$ cat config.mk
export PLATFORM = sky130hd
export DESIGN_NAME = muldiv_unit
export DESIGN_NICKNAME = d
export VERILOG_FILES = /design/src/muldiv_pkg.sv /design/src/muldiv_ctrl.sv /design/src/muldiv_iter_cnt.sv /design/src/muldiv_operand_prep.sv /design/src/muldiv_result_fix.sv /design/src/muldiv_unit.sv /design/src/restoring_div.sv /design/src/shift_add_mul.sv
export SDC_FILE = /design/constraint.sdc
export NUM_CORES = 1
export LEC_CHECK = 0
export BUFFER_PORTS_ARGS = -buffer_cell sky130_fd_sc_hd__buf_2
export CAP_MARGIN = 25
export CORE_ASPECT_RATIO = 0.75
export CORE_MARGIN = 2
export CORE_UTILIZATION = 40
export DETAILED_ROUTE_END_ITERATION = 7
export HOLD_SLACK_MARGIN = 0.15
export SKIP_LAST_GASP = 1
export SLEW_MARGIN = 0
export SYNTH_ARGS = -nofsm -noshare
export SYNTH_HDL_FRONTEND = slang
export SYNTH_SLANG_ARGS = --single-unit
$ cat constraint.sdc
create_clock -name clk -period 5.3 [get_ports clk]
set_clock_uncertainty 0.05 [all_clocks]
set_input_delay 0.53 -clock clk [delete_from_list [all_inputs] [get_ports clk]]
set_output_delay 0.53 -clock clk [all_outputs]
set_load 0.005 [all_outputs]
$ cat src/muldiv_pkg.sv
//********************************************************************
// multiply/divide unit shared definitions
// operand widths, iteration count, request and sign records, and the
// 64-bit result word with its multiply and divide views
//********************************************************************

package muldiv_pkg;

    localparam int XLEN   = 32;
    localparam int ITER_N = 32;
    // wide enough to hold ITER_N itself
    localparam int CNT_W  = 6;

    typedef enum logic {
        OP_MUL = 1'b0,
        OP_DIV = 1'b1
    } muldiv_op_e;

    typedef struct packed {
        logic            start;
        muldiv_op_e      op;
        logic            x_unsigned;
        logic            y_unsigned;
        logic [XLEN-1:0] x;
        logic [XLEN-1:0] y;
    } muldiv_req_t;

    typedef struct packed {
        muldiv_op_e      op;
        // negate product, or negate quotient
        logic            neg_lo;
        logic            neg_rem;
        logic            div_zero;
        // raw dividend, becomes the remainder on divide by zero
        logic [XLEN-1:0] x_orig;
    } sign_info_t;

    typedef struct packed {
        logic [XLEN-1:0] hi;
        logic [XLEN-1:0] lo;
    } mul_res_t;

    typedef struct packed {
        logic [XLEN-1:0] rem;
        logic [XLEN-1:0] quo;
    } div_res_t;

    typedef union packed {
        mul_res_t prod;
        div_res_t divres;
    } muldiv_result_u;

endpackage

$ cat src/muldiv_ctrl.sv
//********************************************************************
// multiply/divide sequencer
// walks idle, load, run and fix, issues the per-state strobes and
// reports busy and a one-cycle done
//********************************************************************

module muldiv_ctrl (
    input  logic                   clk,
    input  logic                   rst_i,
    input  logic                   start_i,
    input  muldiv_pkg::muldiv_op_e op_i,
    input  logic                   last_i,
    output logic                   load_o,
    output logic                   dp_load_o,
    output logic                   step_mul_o,
    output logic                   step_div_o,
    output logic                   fix_o,
    output logic                   cnt_clr_o,
    output logic                   cnt_en_o,
    output logic                   busy_o,
    output logic                   done_o
);
    import muldiv_pkg::*;

    typedef enum logic [1:0] {
        S_IDLE,
        S_LOAD,
        S_RUN,
        S_FIX
    } state_e;

    state_e state_q;
    state_e state_d;
    logic   done_q;
    logic   accept;

    // a start during busy is simply dropped
    assign accept = start_i && !busy_o;

    always_comb begin
        state_d = state_q;
        case (state_q)
            S_IDLE: begin
                if (accept) begin
                    state_d = S_LOAD;
                end
            end
            S_LOAD: begin
                state_d = S_RUN;
            end
            S_RUN: begin
                if (last_i) begin
                    state_d = S_FIX;
                end
            end
            default: begin
                state_d = S_IDLE;
            end
        endcase
    end

    always_ff @(posedge clk) begin
        if (rst_i) begin
            state_q <= S_IDLE;
            done_q  <= 1'b0;
        end else begin
            state_q <= state_d;
            // result register is written on the same edge
            done_q  <= (state_q == S_FIX);
        end
    end

    assign load_o     = accept;
    assign dp_load_o  = (state_q == S_LOAD);
    assign cnt_clr_o  = (state_q == S_LOAD);
    assign cnt_en_o   = (state_q == S_RUN);
    assign step_mul_o = (state_q == S_RUN) && (op_i == OP_MUL);
    assign step_div_o = (state_q == S_RUN) && (op_i == OP_DIV);
    assign fix_o      = (state_q == S_FIX);

    // stays high through the done cycle
    assign busy_o = (state_q != S_IDLE) || done_q;
    assign done_o = done_q;

endmodule

$ cat src/muldiv_iter_cnt.sv
//********************************************************************
// iteration step counter
// flags the last of the ITER_N datapath steps
//********************************************************************

module muldiv_iter_cnt (
    input  logic clk,
    input  logic rst_i,
    input  logic clr_i,
    input  logic en_i,
    output logic last_o
);
    import muldiv_pkg::*;

    logic [CNT_W-1:0] cnt_q;

    always_ff @(posedge clk) begin
        if (rst_i || clr_i) begin
            cnt_q <= '0;
        end else if (en_i) begin
            cnt_q <= cnt_q + 1'b1;
        end
    end

    // count reaches ITER_N on the edge that ends this step
    assign last_o = en_i && (cnt_q == CNT_W'(ITER_N - 1));

endmodule

$ cat src/muldiv_operand_prep.sv
//********************************************************************
// operand capture
// registers operand magnitudes and the sign and divide-by-zero
// information that the final correction needs
//********************************************************************

module muldiv_operand_prep (
    input  logic                               clk,
    input  logic                               rst_i,
    input  logic                               load_i,
    input  muldiv_pkg::muldiv_req_t            req_i,
    output logic [muldiv_pkg::XLEN-1:0]        mag_x_o,
    output logic [muldiv_pkg::XLEN-1:0]        mag_y_o,
    output muldiv_pkg::sign_info_t             sign_o
);
    import muldiv_pkg::*;

    logic       x_neg;
    logic       y_neg;
    sign_info_t sign_d;

    // only a signed operand can be negative
    assign x_neg = !req_i.x_unsigned && req_i.x[XLEN-1];
    assign y_neg = !req_i.y_unsigned && req_i.y[XLEN-1];

    always_comb begin
        sign_d.op       = req_i.op;
        sign_d.neg_lo   = x_neg ^ y_neg;
        sign_d.neg_rem  = x_neg;
        sign_d.div_zero = (req_i.y == '0);
        sign_d.x_orig   = req_i.x;
    end

    always_ff @(posedge clk) begin
        if (rst_i) begin
            sign_o <= '0;
        end else if (load_i) begin
            sign_o <= sign_d;
        end
    end

    // most negative value maps onto itself, still right as unsigned
    always_ff @(posedge clk) begin
        if (load_i) begin
            mag_x_o <= x_neg ? -req_i.x : req_i.x;
            mag_y_o <= y_neg ? -req_i.y : req_i.y;
        end
    end

endmodule

$ cat src/muldiv_result_fix.sv
//********************************************************************
// result correction and output register
// restores signs, applies the divide-by-zero rule, holds the result
//********************************************************************

module muldiv_result_fix (
    input  logic                          clk,
    input  logic                          rst_i,
    input  logic                          fix_i,
    input  muldiv_pkg::sign_info_t        sign_i,
    input  logic [2*muldiv_pkg::XLEN-1:0] prod_i,
    input  logic [muldiv_pkg::XLEN-1:0]   quo_i,
    input  logic [muldiv_pkg::XLEN-1:0]   rem_i,
    output muldiv_pkg::muldiv_result_u    result_o
);
    import muldiv_pkg::*;

    muldiv_result_u    result_d;
    logic [2*XLEN-1:0] prod_s;
    logic [XLEN-1:0]   quo_s;
    logic [XLEN-1:0]   rem_s;

    // product sign applies to all 64 bits
    assign prod_s = sign_i.neg_lo ? -prod_i : prod_i;

    // quotient and remainder carry separate signs
    assign quo_s = sign_i.neg_lo  ? -quo_i : quo_i;
    assign rem_s = sign_i.neg_rem ? -rem_i : rem_i;

    always_comb begin
        result_d = '0;
        if (sign_i.op == OP_MUL) begin
            result_d.prod = prod_s;
        end else if (sign_i.div_zero) begin
            result_d.divres.quo = '1;
            result_d.divres.rem = sign_i.x_orig;
        end else begin
            result_d.divres.quo = quo_s;
            result_d.divres.rem = rem_s;
        end
    end

    always_ff @(posedge clk) begin
        if (rst_i) begin
            result_o <= '0;
        end else if (fix_i) begin
            result_o <= result_d;
        end
    end

endmodule

$ cat src/muldiv_unit.sv
//********************************************************************
// iterative 32-bit multiply/divide unit
// start/done handshake, 34 cycles from accept to result
//********************************************************************

module muldiv_unit (
    input  logic                       clk,
    input  logic                       rst_i,
    input  muldiv_pkg::muldiv_req_t    req_i,
    output muldiv_pkg::muldiv_result_u result_o,
    output logic                       done_o,
    output logic                       busy_o
);
    import muldiv_pkg::*;

    // sequencer strobes
    logic load;
    logic dp_load;
    logic step_mul;
    logic step_div;
    logic fix;
    logic cnt_clr;
    logic cnt_en;
    logic last;

    logic [XLEN-1:0]   mag_x;
    logic [XLEN-1:0]   mag_y;
    sign_info_t        sign;
    logic [2*XLEN-1:0] prod;
    logic [XLEN-1:0]   quo;
    logic [XLEN-1:0]   rem;

    muldiv_ctrl i_ctrl (
        .clk        (clk),
        .rst_i      (rst_i),
        .start_i    (req_i.start),
        .op_i       (sign.op),
        .last_i     (last),
        .load_o     (load),
        .dp_load_o  (dp_load),
        .step_mul_o (step_mul),
        .step_div_o (step_div),
        .fix_o      (fix),
        .cnt_clr_o  (cnt_clr),
        .cnt_en_o   (cnt_en),
        .busy_o     (busy_o),
        .done_o     (done_o)
    );

    muldiv_iter_cnt i_iter_cnt (
        .clk    (clk),
        .rst_i  (rst_i),
        .clr_i  (cnt_clr),
        .en_i   (cnt_en),
        .last_o (last)
    );

    muldiv_operand_prep i_operand_prep (
        .clk     (clk),
        .rst_i   (rst_i),
        .load_i  (load),
        .req_i   (req_i),
        .mag_x_o (mag_x),
        .mag_y_o (mag_y),
        .sign_o  (sign)
    );

    shift_add_mul i_mul (
        .clk     (clk),
        .rst_i   (rst_i),
        .load_i  (dp_load),
        .step_i  (step_mul),
        .mag_x_i (mag_x),
        .mag_y_i (mag_y),
        .prod_o  (prod)
    );

    restoring_div i_div (
        .clk     (clk),
        .rst_i   (rst_i),
        .load_i  (dp_load),
        .step_i  (step_div),
        .mag_x_i (mag_x),
        .mag_y_i (mag_y),
        .quo_o   (quo),
        .rem_o   (rem)
    );

    muldiv_result_fix i_result_fix (
        .clk      (clk),
        .rst_i    (rst_i),
        .fix_i    (fix),
        .sign_i   (sign),
        .prod_i   (prod),
        .quo_i    (quo),
        .rem_i    (rem),
        .result_o (result_o)
    );

endmodule

$ cat src/restoring_div.sv
//********************************************************************
// radix-2 restoring divider
// produces unsigned quotient and remainder, one quotient bit per step
//********************************************************************

module restoring_div (
    input  logic                        clk,
    input  logic                        rst_i,
    input  logic                        load_i,
    input  logic                        step_i,
    input  logic [muldiv_pkg::XLEN-1:0] mag_x_i,
    input  logic [muldiv_pkg::XLEN-1:0] mag_y_i,
    output logic [muldiv_pkg::XLEN-1:0] quo_o,
    output logic [muldiv_pkg::XLEN-1:0] rem_o
);
    import muldiv_pkg::*;

    logic [XLEN-1:0] rem_q;
    // dividend bits leave at the top, quotient bits enter at the bottom
    logic [XLEN-1:0] quo_q;
    logic [XLEN-1:0] dvsr_q;
    logic [XLEN:0]   shifted;
    logic [XLEN+1:0] trial;

    assign shifted = {rem_q, quo_q[XLEN-1]};
    assign trial   = {1'b0, shifted} - {2'b00, dvsr_q};

    always_ff @(posedge clk) begin
        if (rst_i) begin
            rem_q  <= '0;
            quo_q  <= '0;
            dvsr_q <= '0;
        end else if (load_i) begin
            rem_q  <= '0;
            quo_q  <= mag_x_i;
            dvsr_q <= mag_y_i;
        end else if (step_i) begin
            // sign bit of the trial tells whether the divisor fits
            if (!trial[XLEN+1]) begin
                rem_q <= trial[XLEN-1:0];
                quo_q <= {quo_q[XLEN-2:0], 1'b1};
            end else begin
                rem_q <= shifted[XLEN-1:0];
                quo_q <= {quo_q[XLEN-2:0], 1'b0};
            end
        end
    end

    assign quo_o = quo_q;
    assign rem_o = rem_q;

endmodule

$ cat src/shift_add_mul.sv
//********************************************************************
// radix-2 shift-and-add multiplier
// builds the unsigned 64-bit product, one multiplier bit per step
//********************************************************************

module shift_add_mul (
    input  logic                          clk,
    input  logic                          rst_i,
    input  logic                          load_i,
    input  logic                          step_i,
    input  logic [muldiv_pkg::XLEN-1:0]   mag_x_i,
    input  logic [muldiv_pkg::XLEN-1:0]   mag_y_i,
    output logic [2*muldiv_pkg::XLEN-1:0] prod_o
);
    import muldiv_pkg::*;

    logic [2*XLEN-1:0] acc_q;
    // multiplicand moves up one place per step
    logic [2*XLEN-1:0] mcand_q;
    logic [XLEN-1:0]   mplier_q;

    always_ff @(posedge clk) begin
        if (rst_i) begin
            acc_q    <= '0;
            mcand_q  <= '0;
            mplier_q <= '0;
        end else if (load_i) begin
            acc_q    <= '0;
            mcand_q  <= {{XLEN{1'b0}}, mag_x_i};
            mplier_q <= mag_y_i;
        end else if (step_i) begin
            if (mplier_q[0]) begin
                acc_q <= acc_q + mcand_q;
            end
            mcand_q  <= mcand_q << 1;
            mplier_q <= mplier_q >> 1;
        end
    end

    assign prod_o = acc_q;

endmodule

# Yosys cells after proc, flatten, opt, wreduce, memory -nomap -nowiden
# Cells that the tools add are included.
# classes
addsub	8
eq_ne	6
muxes	18
bitwise	2
n_reduce_logical	19
# op_table
cell	count
32-bit 2-to-1 mux	11
64-bit 2-to-1 mux	3
32-bit negator	4
64-bit adder	1
64-bit negator	1
33-bit by 32-bit subtractor with 34-bit output	1
32-bit zero test	1
6-bit by 1-bit adder with 6-bit output (second input constant)	1
6-bit by 5-bit == test with 1-bit output (second input constant)	1
1-bit logical AND	6
2-bit one-hot mux with 3 select lines	1
2-bit nonzero test	3
2-bit == test (second input constant)	2
2-bit 2-to-1 mux	2
2-bit AND reduction	2
1-bit zero test	3
2-bit by 1-bit == test with 1-bit output (second input constant)	1
2-bit zero test	1
1-bit logical OR	2
2-bit by 1-bit inequality test with 1-bit output (second input constant)	1
2-bit inequality test (second input constant)	1
2-bit OR reduction	1
1-bit 2-to-1 mux	1
1-bit NOT	1
1-bit XOR	1
# word_totals
register_bits	429
output_inout_bits	66

# Depth between registers and ports, before layout
# Gate-level depths: netlist of run 1.
# depth
depth_word	6
mapped_depth	15
mapped_depth_nobuf	14

# By module
# From an unflattened synthesis of run 1, not the netlist that was laid out.
# hier_totals
cells_unflattened	3274
area_unflattened_um2	27144.8
# by_module_without_submodules
mod	instances	cells_per_inst	area_each_um2
shift_add_mul	1	1256	9811.9
muldiv_result_fix	1	856	6253.5
restoring_div	1	698	5803.1
muldiv_operand_prep	1	413	4804.6
muldiv_iter_cnt	1	27	256.5
muldiv_ctrl	1	24	215.2

# Least setup slack after synthesis of run 1
# Ideal clock, no wire load.
# synth_timing
kind	reg-to-reg
start	register i_ctrl.state_q[0]
end	register i_operand_prep.mag_x_o[0] in the netlist's numbering, enable pin
setup_time_ps	453
arrival_time_ps	3223
setup_slack_ps	1574
path_stages_with_launch	8
path_buffers	2
path_cell_list	dfxtp_1 inv_1 ha_1 nand2b_1 or2_2 clkbuf_1 inv_2 buf_1
# synth_via
elab_chain_len	4
# synth_lines
element	line_no	text
start, declared	muldiv_ctrl.sv:32	state_e state_q;
start signal, assigned	muldiv_ctrl.sv:67	state_q <= state_d;
2-bit nonzero test	muldiv_ctrl.sv:82	assign busy_o = (state_q != S_IDLE) || done_q;
1-bit logical OR	muldiv_ctrl.sv:82	
named net busy_o	muldiv_unit.sv:12	output logic busy_o
1-bit zero test	muldiv_ctrl.sv:38	assign accept = start_i && !busy_o;
1-bit logical AND	muldiv_ctrl.sv:38	
named net i_ctrl.load_o	muldiv_ctrl.sv:13	output logic load_o,
end signal, assigned	muldiv_operand_prep.sv:45	mag_x_o <= x_neg ? -req_i.x : req_i.x;
end, declared	muldiv_operand_prep.sv:12	output logic [muldiv_pkg::XLEN-1:0] mag_x_o,
# The timed path passes the listed nets, and every way through them passes these cells.
# A chain may end at the register's enable or synchronous reset.

# Worst setup path after layout of run 1
# layout_timing
start	register i_div.dvsr_q[1]
end	register i_div.rem_q[6] (netlist: i_div.rem_o[6])
# layout_via
elab_chain_len	2
# layout_lines
element	line_no	text
start, declared	restoring_div.sv:21	logic [XLEN-1:0] dvsr_q;
start signal, assigned	restoring_div.sv:36	dvsr_q <= mag_y_i;
33-bit by 32-bit subtractor with 34-bit output	restoring_div.sv:26	assign trial = {1'b0, shifted} - {2'b00, dvsr_q};
32-bit 2-to-1 mux	restoring_div.sv:39	if (!trial[XLEN+1]) begin
end signal, assigned	restoring_div.sv:40	rem_q <= trial[XLEN-1:0];
end signal, assigned	restoring_div.sv:43	rem_q <= shifted[XLEN-1:0];
end, declared	restoring_div.sv:18	logic [XLEN-1:0] rem_q;
# Every way passes these cells.

==> results.txt, run 1 <==
Initial Util: 40.3%
number of remaining DRC errors: 0
HP Class: input pin to flop
area grow syn2layout: 11.4%
syn nets: 3405
I/O pin count: 136
Final HPWL DP: 59500 um
htree depth: 2
gr usage total: 24.2%
Final setup viols: 0
TritonCTS clock tree: done
Die W: 296 um
initial antenna violation count: 7
global-route wire length before repair: 126000 um
Tmin final: 4.15 ns
Post-CTS Setup Bufs: 0
nets: 3416
number of synthesized register bits: 429
Layout fillers: 6372
Gate Count Post-Synth: 3228
Hold Crit Depth: 3
max-cap violations: 0
Data arrival, critical path: 4.55 ns
Yosys top cell area share: 28.6%
DP Worst Slack: 1.33 ns
top cells by area, synth: dfxtp_1 (29%), nand2_1 (8.6%), a21oi_1 (7.8%)
initial drt markers: 2248
FF-to-FF setup slack: 1.15 ns
Pleak: 11.0 nW
f_max: 241 MHz
Post-synth EDFFs: 64
Tot Pwr: 0.0121 W
post-synth top area cell: dfxtp_1
Core Rows: 80
Setup CP Type: flop to flop
latest clock arrival within the worst-skew pair: 0.60 ns
RSZ-0062 raised after global routing: no
Clock transition at path regs: 0.06 ns
Pwr Density: 426 mW/mm^2
CP cell instances: inv_1 > ha_1 > nor2b_1 > o21a_1 > o21ai_0 > a21oi_1 > nor4_1 > o21ai_0 > a41o_1 > a21boi_4 > buf_12 > and3b_1 > a21oi_1 > a21oi_1
CP max stage cell: nor4_1
Routed WL per cell: 19.7 um
Synth cell types: 79
most frequent cell on the critical path: a21oi_1
vias: 23400
Worst setup EP type: flop
remaining antenna violation count: 0
Max VDD drop: 0.000244 V
Max Buffers Root-to-Sink: 3
router iterations before antenna repair: 6
Synth Area per Inst: 7.92 sq um
Tcrit/Tclk final: 78.3%
part of the Yosys area used for sequential elements: 36.1%
worst-margin pin slew: 0.976 ns
standard cell core area: 0.0635 sq mm
Ys Warns: 0
CP top delay family: compound AO/OA/AOI/OAI gates
synthesized area: 0.0256 sq mm
Slew Limit Headroom: 35.0%
worst stage delay on the critical path: 0.60 ns
Async SR Flop Fraction: 0%
Die Area: 0.0660 sq mm
layout cells sized above 1: 8.72%
Startpoint Class: flop
GPL Wtd Cong: 0.944
vias in the first global route: 21100
CTS Sinks: 429
status: finished clean
worst setup margin: 1.15 ns
Top FF cell, synth: dfxtp_1
critical path peak fanout: 35
setup TNS: 0 ns
Hold Violations, Final: 0
CP required: 5.70 ns
WL final: 81400 um
drt via density: 5.65
GRT overflow: 0
CTS Buf Count: 47
FF-to-FF Start: i_div.dvsr_q[1]
Die Y: 223 um
min-delay src: req_i[33]
CP Buf/Inv Count: 2
CTS root buffer: clkbuf_16
Hold EP: i_operand_prep.sign_o[1]
reg2reg path depth: 14
Final Max Slew Viols: 0
largest net degree at the start of global routing: 95
PortBufs: 135
RR Endpoint: i_div.rem_o[6]
worst min-delay path: cells and delay by family:
kind / cells / cell delay [ns]
buffers and inverters: 1 / 0.13
and+or+nand+nor: 1 / 0.06
AOI/OAI and AO/OA: 1 / 0.05
placed cells by master (no fill, tap or decap), types with 80 or more instances in the layout:
master and count:
o21ai_0 154, ha_1 103, xor2_1 87, nand2_1 585, a31oi_1 80, buf_2 134
a21oi_1 399, xnor2_1 176, nor2_1 193, dfxtp_1 362
worst max-delay path by stage:
stage | from | endpoint | slack (ns) | cells past startpoint
global route | i_mul.prod_o[4] | i_mul.prod_o[61] | 0.90 | 12
detailed placement | i_div.dvsr_q[1] | i_div.rem_o[6] | 1.33 | 14
CTS | i_div.dvsr_q[1] | i_div.rem_o[6] | 1.30 | 14
global placement | i_mul.prod_o[2] | i_mul.prod_o[61] | 1.34 | 12
floorplan | i_ctrl.state_q[0] | i_operand_prep.mag_x_o[0] | 1.57 | 7
finish | i_div.dvsr_q[1] | i_div.rem_o[6] | 1.15 | 14
power breakdown:
group          switching, W  total, W  leakage [nW]  internal [W]
Clock               0.00148   0.00341         0.762       0.00193
Sequential         0.000534   0.00442          3.58       0.00389
Combinational       0.00278   0.00431          6.69       0.00153
Total               0.00479    0.0121          11.0       0.00736
stage by stage:
stage,area [sq um],utilization (%),instances,hold WS (ns)
after floorplan,25600,-,3228,0.381
final,28500,44.9,4142,0.173
after global placement,26800,42.3,4043,0.393
after detailed placement,26800,42.3,4043,0.396
after CTS,28500,44.8,4138,0.152
after global routing,28500,44.9,4140,0.167
area by class of cell:
cell class / count / area (sq um) / share of cell area [%]
repair buffers: 169 / 987 / 3.46
clock inverters: 32 / 325 / 1.14
well taps: 861 / 1080 / 3.78
diodes: 3 / 7.51 / 0.0263
multi-input cells: 2512 / 15300 / 53.8
clock buffers: 56 / 1240 / 4.35
inverters: 80 / 303 / 1.06
flip-flops and latches: 429 / 9240 / 32.4
cell usage after synthesis (all sizes together), types with 10 or more instances:
master and n:
inv 80, a31oi 80, dfxtp 365, nand2b 62, nand3 33, o21a 10, o41ai 24, nor2 194
and2 12, nand4 28, nand2 587, o21ai 160, a21oi 399, or3 35, nor4 19, xnor2 176
o21bai 55, or2 13, clkbuf 179, a211oi 17, o211ai 33, ha 105, a21o 64, o221ai 35
xor2 87, nor3 37, and3 12, buf 28, o31ai 40, or4 24, edfxtp 64, nor2b 21
mux2i 61
state kept, by name, summed over array words and instances, names as in the netlist:
signal                  flops
i_mul.mplier_q             32
i_mul.prod_o               64
i_ctrl.state_q              2
i_result_fix.result_o      64
i_div.rem_o                32
i_operand_prep.mag_x_o     32
i_operand_prep.mag_y_o     32
i_div.quo_o                32
i_mul.mcand_q              64
i_ctrl.done_o               1
i_operand_prep.sign_o      36
i_div.dvsr_q               32
i_iter_cnt.cnt_q            6
layer usage:
layer / wire length [um] / global-route usage [%] / up-vias / share of wire, %
met3: 8200 / 6.69 / 79 / 10
met2: 32000 / 32.9 / 803 / 39
li1: - / - / 11500 / -
met5: 34 / 1.11 / - / 0.042
met1: 39900 / 37.4 / 11000 / 49
met4: 1310 / 4.90 / 4 / 1.6
cells by family (layout without fill, tap and decap cells):
kind of cell    Yosys count  count (layout)  share of synthesized area, %
fa+ha+maj               107             107                          5.29
flops                   429             429                          36.1
xor+xnor                263             263                          9.01
mux                      62              62                          2.43
buf+inv                 287             337                          4.25
other cells               0               3                             0
simple gates           1090            1090                          19.0
compound gates          990             990                          23.9
timing repair:
item | CTS | global route
hold buffers | 7 | 0
endpoints found under the hold margin | 8 | 0
gates resized for setup | 0 | 0
No activity file was read; power rests on OpenSTA's default activity.
==> run 2: changes to the inputs <==
--- a/config.mk
+++ b/config.mk
@@ -5,6 +5,7 @@
 export SDC_FILE = /design/constraint.sdc
 export NUM_CORES = 1
 export LEC_CHECK = 0
+export ABC_AREA = 1
 export BUFFER_PORTS_ARGS = -buffer_cell sky130_fd_sc_hd__buf_2
 export CAP_MARGIN = 25
 export CORE_ASPECT_RATIO = 0.75
==> constraint.sdc (replaced) <==
create_clock -name clk -period 3.4 [get_ports clk]
set_clock_uncertainty 0.05 [all_clocks]
set_input_delay 0.34 -clock clk [delete_from_list [all_inputs] [get_ports clk]]
set_output_delay 0.34 -clock clk [all_outputs]
set_load 0.005 [all_outputs]
==> run 2 against run 1 <==
  * Global-route usage grew 5.6 points
  * Critical path depth rose by 3
  * Sequential power is 64% higher
  * Die area rose by 18%
  * Sequential cell count unchanged
  * First-iteration DRC count is 63% higher
  * Utilization is 1.0 points higher
  * Design area is 21% higher
  * Sequential share of layout area shrank 5.6 points
  * Critical path type unchanged
==> results.txt, run 2 <==
status: finished clean
Max Buffers Root-to-Sink: 3 (unchanged)
Final setup viols: 0 (unchanged)
worst setup margin: 0.655 ns (-0.493 ns)
worst-margin pin slew: 0.885 ns (-0.0910 ns)
largest net degree at the start of global routing: 97 (+2.1%)
reg2reg path depth: 17 (+3)
fin util: 45.9% (+1.0 points)
most frequent cells in the layout: nand2_1 (1460), inv_1 (774), nor2_1 (549)
router iterations before antenna repair: 6 (unchanged)
Die Area: 0.0778 sq mm (+18%)
Tcrit/Tclk final: 80.7% (+2.4 points)
Worst setup EP type: flop
Ys Warns: 0 (unchanged)
TritonCTS clock tree: done
Pwr Density: 794 mW/mm^2 (+86%)
commonest non-fill, non-tap cell in the layout: nand2_1
CTS root buffer: clkbuf_16
GRT overflow: 0 (unchanged)
FF-to-FF setup slack: 0.66 ns (-0.49 ns)
Top Usage Layer GRT: met1
Top FF cell, synth: dfxtp_1
Compound-Gate Fraction of Synth Area: 14.7% (-9.2 points)
GPL Wtd Cong: 0.976 (+3.4%)
HP Class: flop to flop
part of the Yosys area used for sequential elements: 30.5% (-5.6 points)
crit path to: i_mul.prod_o[62]
Hold Violations, Final: 0 (unchanged)
WL final: 120000 um (+47%)
Gate Count Post-Synth: 4977 (+54%)
Synth cell types: 51 (-35%)
Routed WL per cell: 19.5 um (-0.88%)
Core Rows: 87 (+8.8%)
CP required: 3.89 ns (-1.81 ns)
CTS Buf Count: 51 (+8.5%)
drt via density: 5.27 (-6.8%)
area grow syn2layout: 14.0%
Data arrival, critical path: 3.23 ns (-1.32 ns)
standard cell core area: 0.0750 sq mm (+18%)
Post-synth top cells: nand2_1 (1461), inv_1 (778), nor2_1 (552)
Yosys top cell area share: 24.2% (-4.4 points)
vias in the first global route: 28500 (+35%)
gr usage total: 29.9% (+5.6 points)
f_max: 364 MHz (+51%)
Final Max Slew Viols: 0 (unchanged)
Die W: 321 um (+8.6%)
initial drt markers: 3654 (+63%)
Async SR Flop Fraction: 0% (unchanged)
Die Y: 242 um (+8.6%)
DP Worst Slack: 0.741 ns (-0.590 ns)
top cells by area, synth: dfxtp_1 (24%), nand2_1 (18%), inv_1 (9.7%)
FF-to-FF Start: i_mul.mcand_q[0]
Synth Area per Inst: 6.07 sq um (-23%)
Initial Util: 40.3% (about the same)
PostCTS Resize Cnt: 0 (unchanged)
grt met2 use: 40.3% (+7.4 points)
Setup CP Type: flop to flop
Layout fillers: 8054 (+26%)
latest clock arrival within the worst-skew pair: 0.64 ns (+0.04 ns)
RR Endpoint: i_mul.prod_o[62]
mux cell area share after synthesis: 0% (-2.4 points)
Fin Hold WS: 0.402 ns (+0.229 ns)
Max VDD drop: 0.000548 V (+120%)
Worst Setup SP: i_mul.mcand_q[0]
synthesized area: 0.0302 sq mm (+18%)
syn nets: 5154 (+51%)
max-cap violations: 0 (unchanged)
M1 GR Usage: 46.7% (+9.3 points)
PortBufs: 135 (unchanged)
Clock transition at path regs: 0.07 ns (about the same)
CTS Sinks: 429 (unchanged)
critical path peak fanout: 4 (-89%)
largest family of logic cells by synthesized area: simple AND/OR/NAND/NOR gates
most frequent cell after synthesis: nand2_1
Final HPWL DP: 93700 um (+58%)
htree depth: 2 (unchanged)
Startpoint Class: flop
number of remaining DRC errors: 0 (unchanged)
Pleak: 17.7 nW (+60%)
simple-gate portion of the synthesized area: 34.4% (+15 points)
fraction of the mapped netlist area in adder cells: 4.48% (-0.81 points)
vias: 32300 (+38%)
setup TNS: 0 ns (unchanged)
RSZ-0062 raised after global routing: no
remaining antenna violation count: 0 (unchanged)
Post-synth EDFFs: 64 (unchanged)
Slew Limit Headroom: 41.0% (+6.1 points)
post-synth top area cell: dfxtp_1
number of synthesized register bits: 429 (unchanged)
global-route wire length before repair: 178000 um (+42%)
nets: 5292 (+55%)
xor/xnor share of the synthesized area: 3.59% (-5.4 points)
initial antenna violation count: 1 (-6)
GR Layer Usage met3: 7.18% (+0.49 points)
layout cells sized above 1: 6.57% (-2.1 points)
Tmin final: 2.74 ns (-1.41 ns)
I/O pin count: 136 (unchanged)
run 2: changes by cell type after synthesis, sizes merged, moves of 49 or more:
cell	previous run	this run
nor2	194	569
nand3	33	361
xnor2	176	20
clkbuf	179	116
o21ai	160	299
nand2b	62	0
o21bai	55	6
a21o	64	3
mux2i	61	0
inv	80	787
nand2	587	1469
run 2: worst min path at each step:
| stage | startpoint | endpoint | slack [ns] | cells after the start |
|---|---|---|---|---|
| 2_1_floorplan | i_operand_prep.sign_o[10] | i_operand_prep.sign_o[10] | 0.38 | 2 |
| 3_3_place_gp | i_operand_prep.sign_o[30] | i_operand_prep.sign_o[30] | 0.39 | 2 |
| 3_5_place_dp | i_operand_prep.sign_o[29] | i_operand_prep.sign_o[29] | 0.39 | 2 |
| 4_1_cts | req_i[0] | i_operand_prep.mag_y_o[0] | 0.39 | 2 |
| 5_1_grt | i_operand_prep.sign_o[10] | i_operand_prep.sign_o[10] | 0.42 | 2 |
| 6_report | i_operand_prep.sign_o[29] | i_operand_prep.sign_o[29] | 0.40 | 2 |
run 2: repair_timing:
| action | in CTS | in global routing |
|---|---|---|
| buffers inserted | 0 | 0 |
| hold buffers | 75 | 0 |
| hold endpoints to repair | 99 | 0 |
run 2: worst max-delay path, stage by stage (launching register included):
cell and delay (ns):
dfxtp_1 0.40, ha_1 0.19, inv_1 0.06, fa_1 0.39, inv_1 0.10, nand3_1 0.07
nand2_1 0.17, nand2_1 0.07, nand2_1 0.16, nand2_1 0.07, nand2_1 0.15, nand2_1 0.07
nand2_1 0.28, nand2_1 0.13, nand3_1 0.10, nand3_1 0.08, nand2_1 0.07, inv_1 0.04
run 2: per-stage QoR:
stage	area, sq um	std cells	total power (W)
after floorplan	30200	4977	0.0165
after global placement	31900	5966	0.0209
after detailed placement	31900	5966	0.0209
after CTS	34400	6135	0.0270
after global routing	34400	6135	0.0291
final	34500	6137	0.0274
run 2: layout make-up:
| type | count | area [sq um] | area share, % |
|---|---|---|---|
| Clock buffer | 67 | 1430 | 4.14 |
| Tap cell | 979 | 1220 | 3.56 |
| Antenna cell | 2 | 5.00 | 0.0145 |
| Clock inverter | 27 | 338 | 0.981 |
| Multi-Input combinational cell | 3581 | 17300 | 50.3 |
| Inverter | 792 | 2980 | 8.64 |
| Timing Repair Buffer | 260 | 1930 | 5.60 |
| Sequential cell | 429 | 9230 | 26.8 |
run 2: cell families after synthesis:
family	after synthesis
and+or+nand+nor	2535
adders and majority gates	107
xor gates and xnor gates	124
DFF	429
buffers and inverters	967
AOI/OAI and AO/OA	815
run 2: where the power goes:
part / switching, W / internal (W)
clock network: 0.00253 / 0.00343
registers: 0.000957 / 0.00629
logic: 0.00994 / 0.00422
total: 0.0134 / 0.0139
run 2: routing by layer:
layer / wire, um / vias to the layer above
li1: - / 16100
met1: 58000 / 14700
met2: 46000 / 1316
met3: 12900 / 144
met4: 2660 / 0
met5: 0 / -
